==> config.mk <==
export PLATFORM = sky130hd
export DESIGN_NAME = scalar_unit_flat
export DESIGN_NICKNAME = d
export VERILOG_FILES = /design/src/common/tpu_pkg.sv /design/src/common/commit_if.sv /design/src/hw/scalar/scalar_unit.sv /design/src/flat_wrapper.sv
export VERILOG_INCLUDE_DIRS = /design/src /design/src/common
export SDC_FILE = /design/constraint.sdc
export NUM_CORES = 1
export LEC_CHECK = 0
export BUFFER_PORTS_ARGS = -buffer_cell sky130_fd_sc_hd__buf_2
export CORE_ASPECT_RATIO = 1.2
export CORE_UTILIZATION = 63
export CTS_CLUSTER_SIZE = 8
export DETAILED_ROUTE_END_ITERATION = 7
export PLACE_DENSITY = 0.8
export SLEW_MARGIN = 10
export SYNTH_ARGS = -nofsm -noshare
export SYNTH_HDL_FRONTEND = slang
export SYNTH_SLANG_ARGS = --single-unit
==> constraint.sdc <==
create_clock -name clock -period 6.15 [get_ports clock]
set_input_delay 0.9225 -clock clock [delete_from_list [all_inputs] [get_ports clock]]
set_output_delay 0.9225 -clock clock [all_outputs]
set_load 0.005 [all_outputs]
==> src/common/tpu_config.svh <==
// TPU configuration
// Data width and register file sizes shared by the package and the RTL

`ifndef TPU_CONFIG_SVH
`define TPU_CONFIG_SVH

// Width of a scalar word and of one vector element
`define TPU_DATA_W	32

// Scalar register file depth
`define TPU_SREGS	16

// Number of vector registers
`define TPU_VREGS	8

// Elements held by each vector register
`define TPU_VLEN	8

`endif

==> src/common/tpu_pkg.sv <==
// TPU package
// Width types, opcode and sequencer encodings, and the ALU shared by both units
`include "tpu_config.svh"

package tpu_pkg;

	typedef logic [`TPU_DATA_W-1:0]			data_t;
	typedef logic [$clog2(`TPU_SREGS)-1:0]	sreg_idx_t;	// Also the width of every index field
	typedef logic [$clog2(`TPU_VREGS)-1:0]	vreg_idx_t;
	typedef logic [$clog2(`TPU_VLEN)-1:0]	elem_idx_t;
	typedef logic [$clog2(`TPU_VLEN):0]		vlen_t;		// Holds 1 to TPU_VLEN

	typedef enum logic [2:0] {
		OpAdd,
		OpSub,
		OpAnd,
		OpOr,
		OpXor,
		OpLdi	// Writes the immediate, broadcast in the vector unit
	} opcode_t;

	typedef enum logic {
		SeqIdle,
		SeqRun
	} seq_state_t;

	// One ALU evaluation, used per command in the scalar unit and per element in the vector unit
	function automatic data_t aluOp(opcode_t op, data_t a, data_t b, data_t imm);
		case (op)
			OpAdd:		return a + b;
			OpSub:		return a - b;
			OpAnd:		return a & b;
			OpOr:		return a | b;
			OpXor:		return a ^ b;
			OpLdi:		return imm;
			default:	return '0;
		endcase
	endfunction

endpackage

==> src/common/commit_if.sv <==
// Commit interface
// One dispatched command travelling from dispatch to the scalar or the vector unit

interface commit_if;
	import tpu_pkg::*;

	logic		valid;
	logic		ready;	// Driven by the receiving unit
	opcode_t	op;
	sreg_idx_t	dst;
	sreg_idx_t	src1;
	sreg_idx_t	src2;
	data_t		imm;
	vlen_t		length;	// Only the vector unit looks at this

	modport issue (
		output	valid, op, dst, src1, src2, imm, length,
		input	ready
	);

	modport exec (
		input	valid, op, dst, src1, src2, imm, length,
		output	ready
	);

endinterface

==> src/hw/scalar/scalar_unit.sv <==
// Scalar unit
// Sixteen-entry register file with a single-cycle ALU and a registered writeback port
`include "tpu_config.svh"

module scalar_unit (
	input	logic				clock,
	input	logic				rstN,
	commit_if.exec				cmd,
	output	logic				wbValid,
	output	tpu_pkg::sreg_idx_t	wbDst,
	output	tpu_pkg::data_t		wbData
);
	import tpu_pkg::*;

	data_t	regFile [`TPU_SREGS];
	data_t	opA;
	data_t	opB;
	data_t	result;
	logic	fire;

	// Finishes one command per cycle, so it never pushes back
	assign cmd.ready	= 1'b1;
	assign fire			= cmd.valid & cmd.ready;

	// Operands come from the register state before the accepting edge
	assign opA			= regFile[cmd.src1];
	assign opB			= regFile[cmd.src2];
	assign result		= aluOp(cmd.op, opA, opB, cmd.imm);

	always_ff @(posedge clock or negedge rstN) begin
		if (!rstN) begin
			for (int i = 0; i < `TPU_SREGS; i++) begin
				regFile[i] <= '0;
			end
		end else if (fire) begin
			regFile[cmd.dst] <= result;
		end
	end

	always_ff @(posedge clock or negedge rstN) begin
		if (!rstN) begin
			wbValid <= 1'b0;
		end else begin
			wbValid <= fire;	// High for the cycle after acceptance
		end
	end

	// Writeback fields are captured on the same edge as the register write
	always_ff @(posedge clock) begin
		if (fire) begin
			wbDst	<= cmd.dst;
			wbData	<= result;
		end
	end

endmodule

==> src/flat_wrapper.sv <==
// flat-port wrapper written by rule: the top's interface ports become plain ports
module scalar_unit_flat import tpu_pkg::*;
  (clock, rstN, wbValid, wbDst, wbData, cmd_valid, cmd_op, cmd_dst, cmd_src1, cmd_src2, cmd_imm, cmd_length, cmd_ready);
  commit_if cmd_i ();
  input	logic clock;
  input	logic rstN;
  output	logic wbValid;
  output	tpu_pkg::sreg_idx_t wbDst;
  output	tpu_pkg::data_t wbData;
  input wire logic [$bits(cmd_i.valid)-1:0] cmd_valid;
  input wire logic [$bits(cmd_i.op)-1:0] cmd_op;
  input wire logic [$bits(cmd_i.dst)-1:0] cmd_dst;
  input wire logic [$bits(cmd_i.src1)-1:0] cmd_src1;
  input wire logic [$bits(cmd_i.src2)-1:0] cmd_src2;
  input wire logic [$bits(cmd_i.imm)-1:0] cmd_imm;
  input wire logic [$bits(cmd_i.length)-1:0] cmd_length;
  output wire logic [$bits(cmd_i.ready)-1:0] cmd_ready;
  assign cmd_i.valid = cmd_valid;
  assign cmd_i.op = cmd_op;
  assign cmd_i.dst = cmd_dst;
  assign cmd_i.src1 = cmd_src1;
  assign cmd_i.src2 = cmd_src2;
  assign cmd_i.imm = cmd_imm;
  assign cmd_i.length = cmd_length;
  assign cmd_ready = cmd_i.ready;
  scalar_unit u_core (.clock(clock), .rstN(rstN), .cmd(cmd_i), .wbValid(wbValid), .wbDst(wbDst), .wbData(wbData));
endmodule
Word level (Yosys, flattened, before mapping):

Index checks and enable logic that the tools add are counted.

* mux-type cells: 10
* add/subtract/negate cells: 2
* $lt $le $gt $ge: 4
* shift-type cells: 0
* divide/modulo/power cells: 0
* bitwise gates (word level): 6
* reduce and logical (&&, ||, !) cells: 2
* multipliers: 0
* equality and inequality tests: 5

Operator list (number)
* $bwmux W512: 1
* $bmux W32 S4: 2
* $pmux W32 S6: 1
* $mux W32: 5
* $demux W32 S4: 1
* $add A32 B32 Y32: 1
* $and A32 B32 Y32: 1
* $or A32 B32 Y32: 1
* $sub A32 B32 Y32: 1
* $xor A32 B32 Y32: 1
* $ge A5 B5 Y1 const B: 3
* $not A4 Y5: 3
* $eq A3 B2 Y1 const B: 2
* $eq A3 B3 Y1 const B: 2
* $lt A5 B1 Y1 const B: 1
* $eq A3 B1 Y1 const B: 1
* $logic_not A3 Y1: 1
* $logic_and A1 B1 Y1: 1

* RAM bits: 0
* word-level logic and storage cells: 48
* ROM bits: 0
* bits in registers: 549
* latch bits: 0
* memories: 0
* input port bits: 54

Longest topological paths before layout:

* word-level depth: 7
* depth in mapped cells: 29
* gate-level depth less buffers: 23

Worst setup path before layout:

No wires, ideal clock.

* kind: input port to flip-flop
* from: in cmd_src1[0]
* to: reg u_core.wbData[24] (data pin)
* arrival: 6.253 ns
* required time: 5.889 ns
* buffers on the path: 4
* setup slack: -0.364 ns
* stages: 20
* cells stage by stage: buf_1 -> buf_1 -> buf_1 -> mux4_2 -> mux4_2 -> inv_1 -> ha_1 -> inv_1 -> fa_1 -> a21o_1 -> a21o_1 -> a21oi_1 -> o31ai_1 -> a21oi_1 -> o31a_1 -> o21ai_0 -> xor2_1 -> a221oi_1 -> clkbuf_1 -> inv_1

* cells in the longest elaborated chain, start to end: 6
* elaborated cells between the ends (all ways): 10
* those cells by class: 2 x add/sub; 4 x mux; 4 x bitwise

Ends and longest elaborated chain
* start: declaration: line flat_wrapper.sv:13 `input wire logic [$bits(cmd_i.src1)-1:0] cmd_src1;`
* $not A4 Y5 (not written as such) *: line scalar_unit.sv:26 `assign opA = regFile[cmd.src1];`
* $bmux W32 S4 *: line scalar_unit.sv:26
* $mux W32 (not written as such) * (2 in a row): line scalar_unit.sv:26
* $sub A32 B32 Y32, or another cell as far along: line tpu_pkg.sv:31 `OpSub: return a - b;`
* $pmux W32 S6 *: line tpu_pkg.sv:29 `case (op)`
* named net u_core.result[24]: line scalar_unit.sv:18 `data_t result;`
* end signal: assignment: line scalar_unit.sv:52 `wbData <= result;`
* end: declaration: line scalar_unit.sv:11 `output tpu_pkg::data_t wbData`

The timed path passes the listed nets; every way through them passes the cells marked *. The select of a mux whose other input is x is not followed.
A chain may end at the register's enable or synchronous reset.

Final worst setup path:

* from: in cmd_src2[2]
* to: reg u_core.regFile[471] (netlist bit)

* cells in the longest elaborated chain, start to end: 7
* elaborated cells between the ends (all ways): 11
* those cells by class: 2 x add/sub; 5 x mux; 4 x bitwise

Ends and longest elaborated chain
* start: declaration: line flat_wrapper.sv:14 `input wire logic [$bits(cmd_i.src2)-1:0] cmd_src2;`
* $not A4 Y5 (not written as such) *: line scalar_unit.sv:27 `assign opB = regFile[cmd.src2];`
* $bmux W32 S4 *: line scalar_unit.sv:27
* $mux W32 (not written as such) * (2 in a row): line scalar_unit.sv:27
* $sub A32 B32 Y32, or another cell as far along: line tpu_pkg.sv:31
* $pmux W32 S6 *: line tpu_pkg.sv:29
* $bwmux W512 *: line scalar_unit.sv:36 `regFile[cmd.dst] <= result;`
* end signal: indexed assignment: line scalar_unit.sv:36
* end: declaration: line scalar_unit.sv:15 `` data_t regFile [`TPU_SREGS]; ``

Mark *: on every way between the ends. The rest lies on a longest branch, timed or not. The select of a mux whose other input is x is not followed.

==> impl_metrics.csv <==
group,metric,value,unit
clock_network,clk_pin_slew,50,ps
synthesis,synth.most_common_cell,"nand2_1",
placed_design,preCtsSetupSlack,-229,ps
setup_path,crit_fanout,13,
setup_path,worstSetupPathType,"in2reg",
placed_design,dp_cells,3621,
drt,detail-route-antenna-nets,0,
die,core_area,0.0492,mm^2
setup_path,end_kind,"flip-flop",
global_route,grt_pass1_vias,27542,
setup_path,cp.required,6640,ps
synthesis,ys_types,70,
power,swShare,0.365,
timing,finalSetupViolCount,0,
power,seqPwrFrac,0.365,
timing,fmax,171,MHz
synthesis,synth_flop_cell,"dfrtp_1",
clock_network,worstSkewPairLatency,610,ps
clock_network,cts_made_buffers,78,
placed_design,gp_congestion,0.919,
global_route,grt_use_total,0.410,
die,die_x,206,um
global_route,met1_usage,0.503,
setup_path,r2r_slack,660,ps
die,ioPinCount,92,
synthesis,synthesis.area,0.0314,mm^2
synthesis,yosys.area.top_type,"dfrtp_1",
die,die-area,0.0507,mm^2
setup_path,worst-path-buf-inv,7,
global_route,grt-ovfl-total,0,
power,clkPwrFrac,0.238,
drt,drt-initial-drc-count,3455,
drt,first_pass_iters,6,
synthesis,ys_async_sr_fraction,0.934,
synthesis,yosysWarnings,0,
setup_path,worst_path_dominant_cell_family,"compound AO/OA/AOI/OAI gates",
cells_and_area,nets,3215,
cells_and_area,final-seq-area,0.0139,mm^2
clock_network,post_cts_buffers,0,
global_route,antenna_found_initial,3,
timing,tightestPinTransition,1170,ps
synthesis,yosysTopAreaCellShare,0.409,
clock_network,cts_resized,0,
clock_network,cts_hold_buf,0,
drt,drc,0,
cells_and_area,final_cells,3721,
clock_network,htreeDepth,3,
timing,tns,0,ps
setup_path,worst_path_largest_cell_delay,830,ps
timing,final_hold_viol_count,0,
synthesis,ys_top_cells_by_count,"nand2_1 (546), dfrtp_1 (513), o21ai_0 (492)",
synthesis,syn_inst,2874,
setup_path,cp_cell_sequence,"buf_2 -> buf_4 -> buf_4 -> nor2_1 -> a22oi_1 -> nand2_1 -> nor4b_2 -> buf_4 -> and4_1 -> a31oi_1 -> xnor2_1 -> ha_1 -> a21o_1 -> or4_1 -> a21oi_1 -> buf_4 -> o21ai_1 -> a41oi_1 -> buf_4 -> o21bai_1 -> a41o_1 -> buf_4 -> o31ai_1",
die,die_height,247,um
global_route,busiest_layer,"met2",
timing,fin_crit,5840,ps
setup_path,crit_top_cell,"buf_4",
drt,viasPerCell,7.03,
global_route,met3_usage,0.126,
die,core.rowCount,89,
synthesis,yosys-top-cells-area,"dfrtp_1 (41%), mux4_2 (20%), o21ai_0 (7.8%)",
timing,drv_slew,0,
setup_path,cp_slowest_cell,"nor2_1",
power,power_density,444,mW/mm^2
clock_network,clk_path_buf_depth,3,
cells_and_area,design_area,0.0361,mm^2
synthesis,syn-num-nets,3025,
global_route,grt_pass1_wl,154,mm
power,p_sw,5850,uW
global_route,use_met2,0.642,
run,max_cap_viol_count,0,
timing,fin_crit_sh,0.950,
clock_network,numClockSinks,549,
synthesis,seq_area_frac_synth,0.443,
power,ir_drop,218,uV
placed_design,detailed_place_hpwl,62.6,mm
cells_and_area,fill_cells,3132,
synthesis,ys_seq_elements,549,
global_route,grt_max_degree,149,
clock_network,cts_tree,"yes",
setup_path,start_kind,"input port",
run_status,status,"completed",
placed_design,placed_cell_area,0.0340,mm^2
timing,clock_skew,22.5,ps
cells_and_area,multi_input_area,0.0162,mm^2
cells_and_area,drive_gt1_frac,0.251,
power,p_leak,0.0161,uW
drt,vias,26169,
die,initial_utilization,0.638,
drt,wirelength,100,mm
synthesis,synth-edff-count,36,
power,p_int,10200,uW
clock_network,cts-root-buf,"clkbuf_16",
timing,rsz0062_at_grt,"no",
drt,wl_per_cell,26.9,um
power,total_power,16000,uW
timing,fin_ws,308,ps
timing,relSlewSlack,0.219,
hold_path,min_path_type,"in2async",
power,pwr-share-comb,0.397,
placed_design,port_buffers,86,
setup_path,critPathArrivalTime,6330,ps
synthesis,syn_avg_cell_area,10.9,um^2
cells_and_area,area_growth,14.9,%
==> layout make-up <==
cell class | instances | area share
timing repair buffer | 348 | 0.0753
clock buffer | 93 | 0.0563
multi-input combinational | 1980 | 0.448
inverter | 107 | 0.0111
antenna | 1 | 0.0000694
tap | 637 | 0.0221
clock inverter | 6 | 0.00135
sequential | 549 | 0.386
==> cell families (layout without fill, tap and decap cells) <==
| logic type | count (synthesis) | count (layout) | synth area share |
|---|---|---|---|
| adders and majority gates | 97 | 97 | 0.0389 |
| DFF | 549 | 549 | 0.443 |
| muxes | 338 | 338 | 0.221 |
| and+or+nand+nor | 713 | 713 | 0.0926 |
| xor gates and xnor gates | 56 | 56 | 0.0156 |
| buffers and inverters | 345 | 554 | 0.0455 |
| other | 1 | 2 | 0.000119 |
| AOI/OAI and AO/OA | 775 | 775 | 0.142 |
==> metrics by stage <==
| stage | util | hold slack, ps |
|---|---|---|
| finish | 0.733 | 364 |
| global route | 0.733 | 498 |
| CTS | 0.733 | 476 |
| detailed placement | 0.691 | 485 |
| global placement | 0.691 | 473 |
| floorplan | - | 458 |
==> cells in the final DEF, fill, tap and decap left out, types with 77 or more instances in the layout <==
| cell | n |
|---|---|
| inv_1 | 103 |
| mux4_2 | 276 |
| buf_4 | 241 |
| ha_1 | 96 |
| nand2_1 | 534 |
| buf_2 | 81 |
| dfrtp_1 | 513 |
| clkbuf_16 | 79 |
| o21ai_0 | 491 |
| nor2_1 | 77 |
==> routing by layer <==
metal / vias to the layer above / wire, um
met5: - / 0
met2: 1974 / 46700
met4: 0 / 6660
met3: 547 / 12800
li1: 10815 / -
met1: 12833 / 34000
==> worst paths after layout <==
path                                                  from                         endpoint  depth (start not counted)
max                                            cmd_src2[2]  u_core.regFile[471]$_DFFE_PN0P_                         23
min                                                   rstN  u_core.regFile[367]$_DFFE_PN0P_                          1
max reg2reg                u_core.regFile[392]$_DFFE_PN0P_  u_core.regFile[471]$_DFFE_PN0P_                         20
min reg2reg                 u_core.regFile[56]$_DFFE_PN0P_   u_core.regFile[56]$_DFFE_PN0P_                          2
max in group asynchronous                             rstN  u_core.regFile[387]$_DFFE_PN0P_                          2
min in group clock          u_core.regFile[56]$_DFFE_PN0P_   u_core.regFile[56]$_DFFE_PN0P_                          2
==> power by group through the flow <==
stage	Combinational, uW	Clock [uW]	Sequential, uW
after floorplan	3910	0	5480
final	6370	3820	5850
after global routing	6890	3970	5940
after CTS	6270	3810	5780
after detailed placement	6170	0	5790
after global placement	5900	0	5620
==> registers in the layout (all words and copies together) (netlist names) <==
signal,cells
u_core.wbData,32
u_core.regFile,512
u_core.wbDst,4
u_core.wbValid,1
No activity file was read; power rests on OpenSTA's default activity.
