[config.mk]
export PLATFORM = sky130hd
export DESIGN_NAME = element_counter
export DESIGN_NICKNAME = d
export VERILOG_FILES = /design/src/common/tpu_pkg.sv /design/src/hw/vector/element_counter.sv
export VERILOG_INCLUDE_DIRS = /design/src /design/src/common
export SDC_FILE = /design/constraint.sdc
export NUM_CORES = 1
export LEC_CHECK = 0
export BUFFER_PORTS_ARGS = -buffer_cell sky130_fd_sc_hd__buf_2
export CAP_MARGIN = 20
export CORE_AREA = 2 2 39 41
export DETAILED_ROUTE_END_ITERATION = 8
export DIE_AREA = 0 0 41 43
export GPL_TIMING_DRIVEN = 1
export PLACE_DENSITY_LB_ADDON = 0.2
export SKIP_CTS_REPAIR_TIMING = 1
export SLEW_MARGIN = 20
export SYNTH_ARGS = -nofsm -noshare
export SYNTH_HDL_FRONTEND = slang
export SYNTH_SLANG_ARGS = --single-unit
export TNS_END_PERCENT = 5
[constraint.sdc]
create_clock -name clock -period 1.67 [get_ports clock]
set_clock_uncertainty 0.1 [all_clocks]
set_input_delay 0.167 -clock clock [delete_from_list [all_inputs] [get_ports clock]]
set_output_delay 0.167 -clock clock [all_outputs]
set_load 0.02 [all_outputs]
[src/common/tpu_config.svh]
// TPU configuration
// Data width and register file sizes shared by the package and the RTL

`ifndef TPU_CONFIG_SVH
`define TPU_CONFIG_SVH

// Width of a scalar word and of one vector element
`define TPU_DATA_W	32

// Scalar register file depth
`define TPU_SREGS	16

// Number of vector registers
`define TPU_VREGS	8

// Elements held by each vector register
`define TPU_VLEN	8

`endif

[src/common/tpu_pkg.sv]
// TPU package
// Width types, opcode and sequencer encodings, and the ALU shared by both units
`include "tpu_config.svh"

package tpu_pkg;

	typedef logic [`TPU_DATA_W-1:0]			data_t;
	typedef logic [$clog2(`TPU_SREGS)-1:0]	sreg_idx_t;	// Also the width of every index field
	typedef logic [$clog2(`TPU_VREGS)-1:0]	vreg_idx_t;
	typedef logic [$clog2(`TPU_VLEN)-1:0]	elem_idx_t;
	typedef logic [$clog2(`TPU_VLEN):0]		vlen_t;		// Holds 1 to TPU_VLEN

	typedef enum logic [2:0] {
		OpAdd,
		OpSub,
		OpAnd,
		OpOr,
		OpXor,
		OpLdi	// Writes the immediate, broadcast in the vector unit
	} opcode_t;

	typedef enum logic {
		SeqIdle,
		SeqRun
	} seq_state_t;

	// One ALU evaluation, used per command in the scalar unit and per element in the vector unit
	function automatic data_t aluOp(opcode_t op, data_t a, data_t b, data_t imm);
		case (op)
			OpAdd:		return a + b;
			OpSub:		return a - b;
			OpAnd:		return a & b;
			OpOr:		return a | b;
			OpXor:		return a ^ b;
			OpLdi:		return imm;
			default:	return '0;
		endcase
	endfunction

endpackage

[src/hw/vector/element_counter.sv]
// Element counter
// Walks the element index of a vector run and flags the final element

module element_counter (
	input	logic					clock,
	input	logic					rstN,
	input	logic					clear,
	input	logic					step,
	input	tpu_pkg::vlen_t			length,
	output	tpu_pkg::elem_idx_t		index,
	output	logic					last
);
	import tpu_pkg::*;

	vlen_t	lengthReg;	// Length of the run in progress
	vlen_t	lastIndex;

	always_ff @(posedge clock or negedge rstN) begin
		if (!rstN) begin
			index		<= '0;
			lengthReg	<= '0;
		end else if (clear) begin
			index		<= '0;
			lengthReg	<= length;
		end else if (step) begin
			index		<= index + 1'b1;
		end
	end

	assign lastIndex	= lengthReg - 1'b1;
	assign last			= ({1'b0, index} == lastIndex);

endmodule

Word level (Yosys, flattened, before mapping)

Index checks and enable logic that the tools add are counted.

$add $sub $neg: 2
Reduce and logical (&&, ||, !) cells: 1
Equality and inequality tests: 1
Muxes and demuxes: 2

Operators by type and width:

| kind                | number |
|---|---|
| $mux 3              | 2 |
| $eq 3x4->1          | 1 |
| $sub 4x1->4 const B | 1 |
| $add 3x1->3 const B | 1 |
| $reduce_bool 2->1   | 1 |

Output and inout port bits: 4
Input bits: 8
Logic and storage cells: 8
Register bits: 7

Logic depth before layout (Yosys ltp)

Gate-level depths: netlist of the first run.

Word-level depth: 3
Gate-level depth with buffers: 5
Gate-level depth less buffers: 5

Worst setup path after synthesis of the first run

Ideal clock, no wire load.

Path type: reg2out
Start point: register lengthReg[0]
End point: output port last
Path slack: -307 ps
Arrival time: 1710 ps
Stages on the path, launching flop included: 6
Buffers on the path: 0
Path through: dfrtp_1 -> inv_1 -> ha_1 -> xor2_1 -> or4bb_1 -> a311oi_2

Word-level cells in the longest chain between the ends: 2

Ends and longest elaborated chain:

| what                   | line                  | RTL |
|---|---|---|
| start, declared        | element_counter.sv:15 | `vlen_t lengthReg;` |
| start signal, assigned | element_counter.sv:24 | `lengthReg <= length;` |
| $sub 4x1->4            | element_counter.sv:30 | `assign lastIndex = lengthReg - 1'b1;` |
| $eq 3x4->1             | element_counter.sv:31 | `assign last = ({1'b0, index} == lastIndex);` |
| end, declared          | element_counter.sv:11 | `output logic last` |

No other way between the ends.

Worst setup path after layout of the first run

Ends and elaborated chain as after synthesis.

==> metrics.log, run 1 <==
INFO  metric hold_path.startpoint = length[0]
INFO  metric clock_path_buffers = 2
INFO  metric post-route-drc-count = 0
INFO  metric grt_antenna_before_repair = 0
INFO  metric leakage = 0.273 nW
INFO  metric post_drt_wl_per_cell = 10.7 µm
INFO  metric synth_most_common_cell = dfrtp_1
INFO  metric failing_checks = setup timing
INFO  metric hold_viol = 0
INFO  metric post-synth-top-area-fraction = 47.9%
INFO  metric grt_pass1_vias = 303
INFO  metric antenna_cells_inserted = 0
INFO  metric critical_path_at = 1.95 ns
INFO  metric hold_path_class = in2reg
INFO  metric final.period_utilization = 133%
INFO  metric place_hpwl = 637 µm
INFO  metric run_status = finished, violations left
INFO  metric postSynthCellCount = 33
INFO  metric ys_async_sr_fraction = 100%
INFO  metric global_route_wire_length_before_repair = 1.21 mm
INFO  metric netlist_top_cells_count = dfrtp_1, nor2_1, nand2_1, xnor2_1
INFO  metric clk_root_buf = clkbuf_4
INFO  metric first_iter_violations = 6
INFO  metric timing.rr.end = index[2]$_DFFE_PN0P_
INFO  metric postSynthAreaPerCell = 11.1 µm²
INFO  metric r2r_slack = 0.51 ns
INFO  metric yosysWarnings = 0
INFO  metric hold_path_end = lengthReg[0]$_DFFE_PN0P_
INFO  metric max_cap_viol_count = 0
INFO  metric path_cells = inv_2 > ha_4 > xor2_2 > or4bb_1 > a311oi_4 > buf_6
INFO  metric crit-reg2reg-launch = index[0]$_DFFE_PN0P_
INFO  metric areaGrowthSynthToFinish = 55.1%
INFO  metric port-buffer-count = 11
INFO  metric coreArea = 0.00138 mm²
INFO  metric power.ir.vdd_worst = 342 µV
INFO  metric delay_of_the_slowest_cell_on_the_worst_path = 0.56 ns
INFO  metric yosysTopAreaCell = dfrtp_1
INFO  metric seq_area_frac_synth = 47.9%
INFO  metric synth-main-ff-cell = dfrtp_1
INFO  metric rsz0062_at_grt = yes
INFO  metric timing.fmax = 451 MHz
INFO  metric synth_area_leaders = dfrtp_1, xnor2_1, ha_1, mux2_2, xor2_1
INFO  metric min_period = 2.22 ns
INFO  metric finalWirelength = 757 µm
INFO  metric totalNegativeSetupSlack = -0.545 ns
INFO  metric overflow = 0
INFO  metric utilization = 41.0%
INFO  metric clock_tree_from_tritoncts = yes
INFO  metric synth.distinct_cells = 15
INFO  metric critical-path-slowest-cell = or4bb_1
INFO  metric power_per_cell_area = 839 mW/mm²
INFO  metric critPathKind = reg2out
INFO  metric worstHoldPathCells = 3
INFO  metric final.setup.worst_slack = -0.545 ns
INFO  metric dr_total_vias = 318
INFO  metric floorplan.io_pins = 12
INFO  metric critPathCaptureType = primary output
INFO  metric timing.critical_path.max_delay_family = simple AND/OR/NAND/NOR gates
INFO  metric final_nets = 66
INFO  metric ys_ff_latch = 7
INFO  metric cts-buffers-inserted = 3
INFO  metric die_area = 0.00176 mm²
INFO  metric die_height = 43 µm
INFO  metric total_power_consumption_of_the_routed_design = 476 µW
INFO  metric cts.reportedPaths.clkPinSlew = 0.05 ns
INFO  metric maxSlewViolCount = 0
INFO  metric synth.cell_area = 365 µm²
INFO  metric worst_setup_path_start_kind = flip-flop
INFO  metric initial_core_util = 26.4%
INFO  metric h-tree-depth = 1
INFO  metric setup-violations-final = 1
INFO  metric worst_skew_pair.late_latency = 0.24 ns
INFO  metric dp_worst_setup_slack = -0.355 ns
INFO  metric slew_headroom = 81.6%
INFO  metric firstDrtPassIters = 2
INFO  metric mappedNetlistNets = 43
INFO  metric timing.critical_path.fanout_max = 3
INFO  metric cts.sink_count = 7
INFO  metric layout-drive-gt1-share = 52.7%
INFO  metric total_global_routing_track_utilization = 10.9%
INFO  metric synth_enable_flop_cells = 0
INFO  metric grt_start_max_net_pins = 10
INFO  metric dieWidth = 41 µm
INFO  metric placement_rows = 14
INFO  metric vias_per_cell = 4.48
INFO  metric worst_tran_pin_value = 0.274 ns
INFO  metric gp_congestion = 0.690
INFO  metric ant_nets = 0
INFO  metric worstPathBufferInverterCount = 2
INFO  metric rr_worst_depth = 4
INFO  metric worst-endpoint-required = 1.40 ns
==> flip-flops by register name, summed over array words and instances (netlist names) <==
register   cells
lengthReg      4
index          3
==> per-stage QoR <==
step | hold slack, ns | cell area (µm²) | instances
floorplan | -0.229 | 379 | 33
global placement | -0.0945 | 488 | 64
detailed placement | -0.0930 | 488 | 64
CTS | -0.365 | 514 | 68
global route | 0.0285 | 567 | 71
finish | 0.0298 | 567 | 71
==> cells in the final DEF, fill, tap and decap left out, drive strengths merged <==
master,count
a311oi,1
ha,2
nand2,3
or4bb,1
mux2i,1
o21ai,2
buf,18
xor2,2
or4,1
dlygate4sd3,1
clkbuf,4
xnor2,3
nand3b,1
dfrtp,7
inv,2
mux2,2
nor2,4
==> worst min-delay path: stages <==
cell and delay [ns]:
buf_2 0.07, nand2_1 0.04, o21ai_0 0.06
==> layer usage <==
metal	vias up	GRT usage [%]	routed length, µm	share of wire, %
met5	-	0	0	0
met4	0	10.0	0	0
met3	0	3.14	32	4.2
met2	7	14.4	409	54
met1	153	13.3	316	42
li1	158	-	-	-
==> logic make-up after synthesis <==
| group | after synthesis | synth area share, % |
|---|---|---|
| simple gates | 10 | 14.4 |
| flops | 7 | 47.9 |
| xor+xnor | 5 | 12.0 |
| compound gates | 3 | 6.85 |
| buf+inv | 3 | 3.08 |
| mux | 3 | 8.90 |
| fa+ha+maj | 2 | 6.85 |
==> power breakdown <==
part           total, mW  switching (mW)  internal (mW)
registers          0.198          0.0138          0.184
logic              0.130          0.0593         0.0703
clock network      0.148          0.0572         0.0909
==> cell type report <==
cell class | instances | area, µm²
fillers | 149 | 817
multi-input cells | 23 | 214
flip-flops and latches | 7 | 175
repair buffers | 19 | 124
clock buffers | 4 | 26.3
well taps | 16 | 20.0
inverters | 2 | 7.51
==> worst max path at each step <==
stage	cells past startpoint	slack [ns]	end	from
2_1_floorplan	5	-0.26	last	lengthReg[0]$_DFFE_PN0P_
3_3_place_gp	6	-0.31	last	lengthReg[0]$_DFFE_PN0P_
3_5_place_dp	6	-0.36	last	lengthReg[1]$_DFFE_PN0P_
4_1_cts	6	-0.63	last	lengthReg[1]$_DFFE_PN0P_
5_1_grt	6	-0.64	last	lengthReg[1]$_DFFE_PN0P_
6_report	6	-0.55	last	lengthReg[0]$_DFFE_PN0P_
No activity file was read; power rests on OpenSTA's default activity.
==> run 2: changes to the inputs <==
--- a/config.mk
+++ b/config.mk
@@ -12,7 +12,7 @@
 export DETAILED_ROUTE_END_ITERATION = 8
 export DIE_AREA = 0 0 41 43
 export GPL_TIMING_DRIVEN = 1
-export PLACE_DENSITY_LB_ADDON = 0.2
+export PLACE_DENSITY = 0.5
 export SKIP_CTS_REPAIR_TIMING = 1
 export SLEW_MARGIN = 20
 export SYNTH_ARGS = -nofsm -noshare
==> run 2 against run 1 <==
Sequential power about the same. Setup slack worse by 0.025 ns. Worst hold slack worse by 0.011 ns. Critical endpoint unchanged. Largest cell class unchanged. Critical path depth unchanged. Sequential share of layout area down 0.40 points. Routed wire length up 0.40%. Clock power up 5%. The run still ends with setup timing left. Maximum frequency down 1.1%.
==> metrics.log, run 2 (synthesized netlist as in run 1, its figures left out) <==
INFO  metric worst_setup_path_start_kind = flip-flop
INFO  metric grt_start_max_net_pins = 10 (unchanged)
INFO  metric coreArea = 0.00138 mm² (unchanged)
INFO  metric die_area = 0.00176 mm² (unchanged)
INFO  metric power.ir.vdd_worst = 299 µV (-12%)
INFO  metric min_period = 2.24 ns (+0.0250 ns)
INFO  metric port-buffer-count = 11 (unchanged)
INFO  metric vias_per_cell = 4.32 (-3.6%)
INFO  metric regMostFlops = lengthReg
INFO  metric dp_worst_setup_slack = -0.351 ns (+0.00471 ns)
INFO  metric finish.instance_area = 574 µm² (+1.3%)
INFO  metric first_iter_violations = 2 (-4)
INFO  metric worst_skew_pair.late_latency = 0.25 ns (about the same)
INFO  metric floorplan.io_pins = 12 (unchanged)
INFO  metric ant_nets = 0 (unchanged)
INFO  metric h-tree-depth = 1 (unchanged)
INFO  metric finalWirelength = 760 µm (+0.40%)
INFO  metric largest_registers = lengthReg: 4 flops, index: 3 flops
INFO  metric hold_viol = 0 (unchanged)
INFO  metric layout-drive-gt1-share = 53.6% (+0.84 points)
INFO  metric critPathKind = reg2out
INFO  metric worst_tran_pin_value = 0.287 ns (+0.0132 ns)
INFO  metric run_status = finished, violations left
INFO  metric overflow = 0 (unchanged)
INFO  metric initial_core_util = 26.4% (unchanged)
INFO  metric non_filler_instance_count_after_layout = 72 (+1.4%)
INFO  metric worst-endpoint-required = 1.40 ns (about the same)
INFO  metric critPathCaptureType = primary output
INFO  metric totalNegativeSetupSlack = -0.570 ns (-0.0250 ns)
INFO  metric placement_rows = 14 (unchanged)
INFO  metric layout.cells.most_common = buf_2
INFO  metric slew_headroom = 80.7% (-0.88 points)
INFO  metric placedInstanceArea = 488 µm² (unchanged)
INFO  metric final_nets = 67 (+1.5%)
INFO  metric power_per_cell_area = 846 mW/mm² (+0.79%)
INFO  metric most-common-layout-cells = buf_2, buf_4, dfrtp_1
INFO  metric grt_pass1_vias = 293 (-3.3%)
INFO  metric dr_total_vias = 311 (-2.2%)
INFO  metric clock_path_buffers = 2 (unchanged)
INFO  metric cts-buffers-inserted = 3 (unchanged)
INFO  metric cts.reportedPaths.clkPinSlew = 0.05 ns (about the same)
INFO  metric timing.critical_path.fanout_max = 3 (unchanged)
INFO  metric dp.cells = 64 (unchanged)
INFO  metric critical_path_at = 1.97 ns (+0.02 ns)
INFO  metric final.period_utilization = 134% (+1.5 points)
INFO  metric post-route-drc-count = 0 (unchanged)
INFO  metric dieWidth = 41 µm (unchanged)
INFO  metric antenna_cells_inserted = 0 (unchanged)
INFO  metric areaGrowthSynthToFinish = 57.2%
INFO  metric maxSlewViolCount = 0 (unchanged)
INFO  metric leakage = 0.278 nW (+1.8%)
INFO  metric hold_path_class = in2reg
INFO  metric firstDrtPassIters = 3 (+1)
INFO  metric timing.fmax = 446 MHz (-1.1%)
INFO  metric rsz0062_at_grt = yes
INFO  metric post_drt_wl_per_cell = 10.6 µm (-1.0%)
INFO  metric failing_checks = setup timing
INFO  metric setup-violations-final = 1 (unchanged)
INFO  metric global_route_wire_length_before_repair = 1.17 mm (-3.4%)
INFO  metric cts.sink_count = 7 (unchanged)
INFO  metric clk_root_buf = clkbuf_4
INFO  metric filler_instances = 143 (-4.0%)
INFO  metric grt_antenna_before_repair = 0 (unchanged)
INFO  metric total_global_routing_track_utilization = 10.4% (-0.43 points)
INFO  metric final.setup.worst_slack = -0.570 ns (-0.0250 ns)
INFO  metric largest_reg_flops = 4 (unchanged)
INFO  metric clock_tree_from_tritoncts = yes
INFO  metric gp_congestion = 0.686 (-0.59%)
INFO  metric max_cap_viol_count = 0 (unchanged)
INFO  metric die_height = 43 µm (unchanged)
==> run 2: per-stage QoR <==
step	hold WS [ns]	util, %	power, mW
finish	0.0184	41.5	0.486
CTS	-0.365	37.2	0.468
detailed placement	-0.0927	35.3	0.309
global route	0.0419	41.5	0.516
floorplan	-0.229	-	0.266
global placement	-0.0895	35.3	0.305
==> run 2: critical path: stages (launching register included) <==
cell	delay, ns
dfrtp_1	0.36
inv_2	0.06
ha_4	0.16
xor2_2	0.15
or4bb_1	0.56
a311oi_4	0.28
buf_6	0.15
==> run 2: metal layers <==
layer  wire [µm]  up-vias  track usage (%)
met5           0        -                0
met4          17        0             8.00
met3          44        2             3.14
met2         372        9             16.3
met1         326      143             10.9
li1            -      157                -
==> run 2: layout make-up <==
| cell class | instances | area [µm²] | share of cell area, % |
|---|---|---|---|
| Multi-Input combinational cell | 23 | 214 | 37.3 |
| Sequential cell | 7 | 175 | 30.5 |
| Timing Repair Buffer | 20 | 131 | 22.9 |
| Clock buffer | 4 | 26.3 | 4.58 |
| Tap cell | 16 | 20.0 | 3.49 |
| Inverter | 2 | 7.51 | 1.31 |
==> run 2: path summary, 6_finish.rpt <==
check	slack, ns	to	depth (start not counted)	startpoint
setup / recovery	-0.57	last	6	lengthReg[1]$_DFFE_PN0P_
setup reg to reg	0.54	index[2]$_DFFE_PN0P_	4	index[0]$_DFFE_PN0P_
hold / removal	0.02	lengthReg[1]$_DFFE_PN0P_	3	length[1]
min in group asynchronous	0.18	lengthReg[3]$_DFFE_PN0P_	2	rstN
max in group asynchronous	1.14	lengthReg[1]$_DFFE_PN0P_	2	rstN
hold reg to reg	0.46	lengthReg[3]$_DFFE_PN0P_	1	lengthReg[3]$_DFFE_PN0P_
==> run 2: power by group <==
part / switching, mW / internal [mW]
registers: 0.0141 / 0.184
logic: 0.0594 / 0.0727
clock network: 0.0642 / 0.0913
total: 0.138 / 0.348
==> run 3: changes to the inputs <==
--- a/config.mk
+++ b/config.mk
@@ -8,11 +8,13 @@
 export LEC_CHECK = 0
 export BUFFER_PORTS_ARGS = -buffer_cell sky130_fd_sc_hd__buf_2
 export CAP_MARGIN = 20
-export CORE_AREA = 2 2 39 41
+export CELL_PAD_IN_SITES_DETAIL_PLACEMENT = 2
+export CELL_PAD_IN_SITES_GLOBAL_PLACEMENT = 2
+export CORE_MARGIN = 2
+export CORE_UTILIZATION = 24
 export DETAILED_ROUTE_END_ITERATION = 8
-export DIE_AREA = 0 0 41 43
 export GPL_TIMING_DRIVEN = 1
-export PLACE_DENSITY = 0.5
+export PLACE_DENSITY = 0.66
 export SKIP_CTS_REPAIR_TIMING = 1
 export SLEW_MARGIN = 20
 export SYNTH_ARGS = -nofsm -noshare
==> run 3 against run 2 <==
The flow still finishes with violations (setup timing). Via count shrank 0.96%. Critical path type unchanged. Routed wire length increased by 22%. Maximum frequency fell by 1.5%. Critical path depth unchanged. Sequential share of layout area increased by 0.82 points. Total power decreased by 1.5%. Largest power group unchanged. Register-to-register slack got worse by 0.03 ns. Sequential power hardly changed. Clock power is 3% lower.
==> metrics.log, run 3 (synthesized netlist as in run 1, its figures left out) <==
INFO  metric utilization = 38.0% (-3.5 points)
INFO  metric run_status = finished, violations left
INFO  metric maxSlewViolCount = 0 (unchanged)
INFO  metric largest_registers = lengthReg: 4 flops, index: 3 flops
INFO  metric cts-buffers-inserted = 3 (unchanged)
INFO  metric final_nets = 65 (-3.0%)
INFO  metric layout.cells.most_common = buf_2
INFO  metric setup.worst_path.start = lengthReg[1]$_DFFE_PN0P_
INFO  metric worst-endpoint-required = 1.40 ns (about the same)
INFO  metric gp_congestion = 0.680 (-0.90%)
INFO  metric slew_headroom = 81.0% (+0.26 points)
INFO  metric critical_path_depth = 6 (unchanged)
INFO  metric crit-reg2reg-launch = index[0]$_DFFE_PN0P_
INFO  metric worst_setup_path_start_kind = flip-flop
INFO  metric worst_tran_pin_value = 0.283 ns (-0.00394 ns)
INFO  metric endpoint_of_the_worst_setup_timing_path = last
INFO  metric dieWidth = 43.0 µm (+4.9%)
INFO  metric clock_path_buffers = 2 (unchanged)
INFO  metric critical_path_at = 2.01 ns (+0.04 ns)
INFO  metric cts.sink_count = 7 (unchanged)
INFO  metric clock_tree_from_tritoncts = yes
INFO  metric post_drt_wl_per_cell = 13.3 µm (+26%)
INFO  metric timing.critical_path.max_delay_family = simple AND/OR/NAND/NOR gates
INFO  metric hold_viol = 0 (unchanged)
INFO  metric largest_reg_flops = 4 (unchanged)
INFO  metric max_cap_viol_count = 0 (unchanged)
INFO  metric grt_pass1_vias = 340 (+16%)
INFO  metric h-tree-depth = 1 (unchanged)
INFO  metric setup-violations-final = 1 (unchanged)
INFO  metric worstPathBufferInverterCount = 2 (unchanged)
INFO  metric most-common-layout-cells = buf_2, dfrtp_1, buf_4
INFO  metric die_area = 0.00185 mm² (+5.0%)
INFO  metric grt_start_max_net_pins = 10 (unchanged)
INFO  metric final.setup.worst_slack = -0.603 ns (-0.0330 ns)
INFO  metric critPathCaptureType = primary output
INFO  metric dr_total_vias = 308 (-0.96%)
INFO  metric finalWirelength = 929 µm (+22%)
INFO  metric antenna_cells_inserted = 0 (unchanged)
INFO  metric first_iter_violations = 1 (-1)
INFO  metric critical-path-slowest-cell = or4bb_1
INFO  metric finish.instance_area = 559 µm² (-2.6%)
INFO  metric regMostFlops = lengthReg
INFO  metric die_height = 43.0 µm (about the same)
INFO  metric global_route_wire_length_before_repair = 1.55 mm (+32%)
INFO  metric floorplan.io_pins = 12 (unchanged)
INFO  metric layout-drive-gt1-share = 50.0% (-3.6 points)
INFO  metric placement_rows = 14 (unchanged)
INFO  metric rsz0062_at_grt = yes
INFO  metric timing.fmax = 440 MHz (-1.5%)
INFO  metric vias_per_cell = 4.40 (+1.9%)
INFO  metric failing_checks = setup timing
INFO  metric r2r_slack = 0.51 ns (-0.03 ns)
INFO  metric worst_skew_pair.late_latency = 0.25 ns (about the same)
INFO  metric cts.reportedPaths.clkPinSlew = 0.05 ns (about the same)
INFO  metric initial_core_util = 24.8% (-1.6 points)
INFO  metric place_hpwl = 762 µm
INFO  metric power.ir.vdd_worst = 304 µV (+1.5%)
INFO  metric timing.rr.end = index[1]$_DFFE_PN0P_
INFO  metric post-route-drc-count = 0 (unchanged)
INFO  metric path_cells = inv_1 > ha_4 > xor2_2 > or4bb_1 > a311oi_4 > buf_6
INFO  metric placedInstanceArea = 488 µm² (unchanged)
INFO  metric port-buffer-count = 11 (unchanged)
INFO  metric areaGrowthSynthToFinish = 53.1%
INFO  metric grt_antenna_before_repair = 0 (unchanged)
INFO  metric leakage = 0.269 nW (-3.1%)
INFO  metric min_period = 2.27 ns (+0.0330 ns)
INFO  metric timing.critical_path.fanout_max = 3 (unchanged)
INFO  metric power_per_cell_area = 856 mW/mm² (+1.2%)
INFO  metric overflow = 0 (unchanged)
INFO  metric critPathKind = reg2out
INFO  metric hold_path_class = in2reg
INFO  metric final.period_utilization = 136% (+2.0 points)
INFO  metric coreArea = 0.00147 mm² (+6.3%)
INFO  metric rr_worst_depth = 3 (-1)
INFO  metric firstDrtPassIters = 2 (-1)
INFO  metric delay_of_the_slowest_cell_on_the_worst_path = 0.56 ns (about the same)
INFO  metric total_global_routing_track_utilization = 11.8% (+1.3 points)
INFO  metric ant_nets = 0 (unchanged)
INFO  metric clk_root_buf = clkbuf_4
[run 3: power by group]
| group | switching, mW | total (mW) | internal, mW |
|---|---|---|---|
| clock | 0.0613 | 0.152 | 0.0911 |
| combinational | 0.0604 | 0.127 | 0.0670 |
| sequential | 0.0148 | 0.199 | 0.184 |
| total | 0.136 | 0.479 | 0.342 |
[run 3: worst min path at each step]
stage	to	slack (ns)	depth (start not counted)	from
finish	lengthReg[1]$_DFFE_PN0P_	0.03	3	length[1]
CTS	index[1]$_DFFE_PN0P_	-0.36	1	rstN
global route	lengthReg[1]$_DFFE_PN0P_	0.05	3	length[1]
floorplan	index[0]$_DFFE_PN0P_	-0.23	0	rstN
global placement	index[1]$_DFFE_PN0P_	-0.1	1	rstN
detailed placement	index[1]$_DFFE_PN0P_	-0.09	1	rstN
[run 3: layout make-up]
class / count / area, µm²
inverters: 2 / 7.51
flip-flops and latches: 7 / 175
clock buffers: 4 / 26.3
multi-input cells: 23 / 214
fillers: 168 / 912
repair buffers: 18 / 116
well taps: 16 / 20.0
[run 3: routing by layer]
layer,track usage (%),routed length [µm],vias up
li1,-,-,152
met1,14.3,398,150
met2,18.8,503,6
met3,1.28,28,0
met4,9.09,0,0
met5,0,0,-
[run 3: through the flow]
| step | power [mW] | hold WS (ns) | cells | setup TNS [ns] | setup slack, ns |
|---|---|---|---|---|---|
| floorplan | 0.266 | -0.229 | 33 | -0.260 | -0.260 |
| global placement | 0.305 | -0.0971 | 64 | -0.330 | -0.330 |
| detailed placement | 0.313 | -0.0881 | 64 | -0.379 | -0.379 |
| CTS | 0.472 | -0.360 | 68 | -0.651 | -0.651 |
| global route | 0.513 | 0.0526 | 70 | -0.663 | -0.663 |
| finish | 0.479 | 0.0299 | 70 | -0.603 | -0.603 |
[run 3: worst reg2reg max path, cell delays in order, from the launching register on]
cell	delay, ns
dfrtp_1	0.43
ha_1	0.31
mux2i_1	0.15
nor2_1	0.06
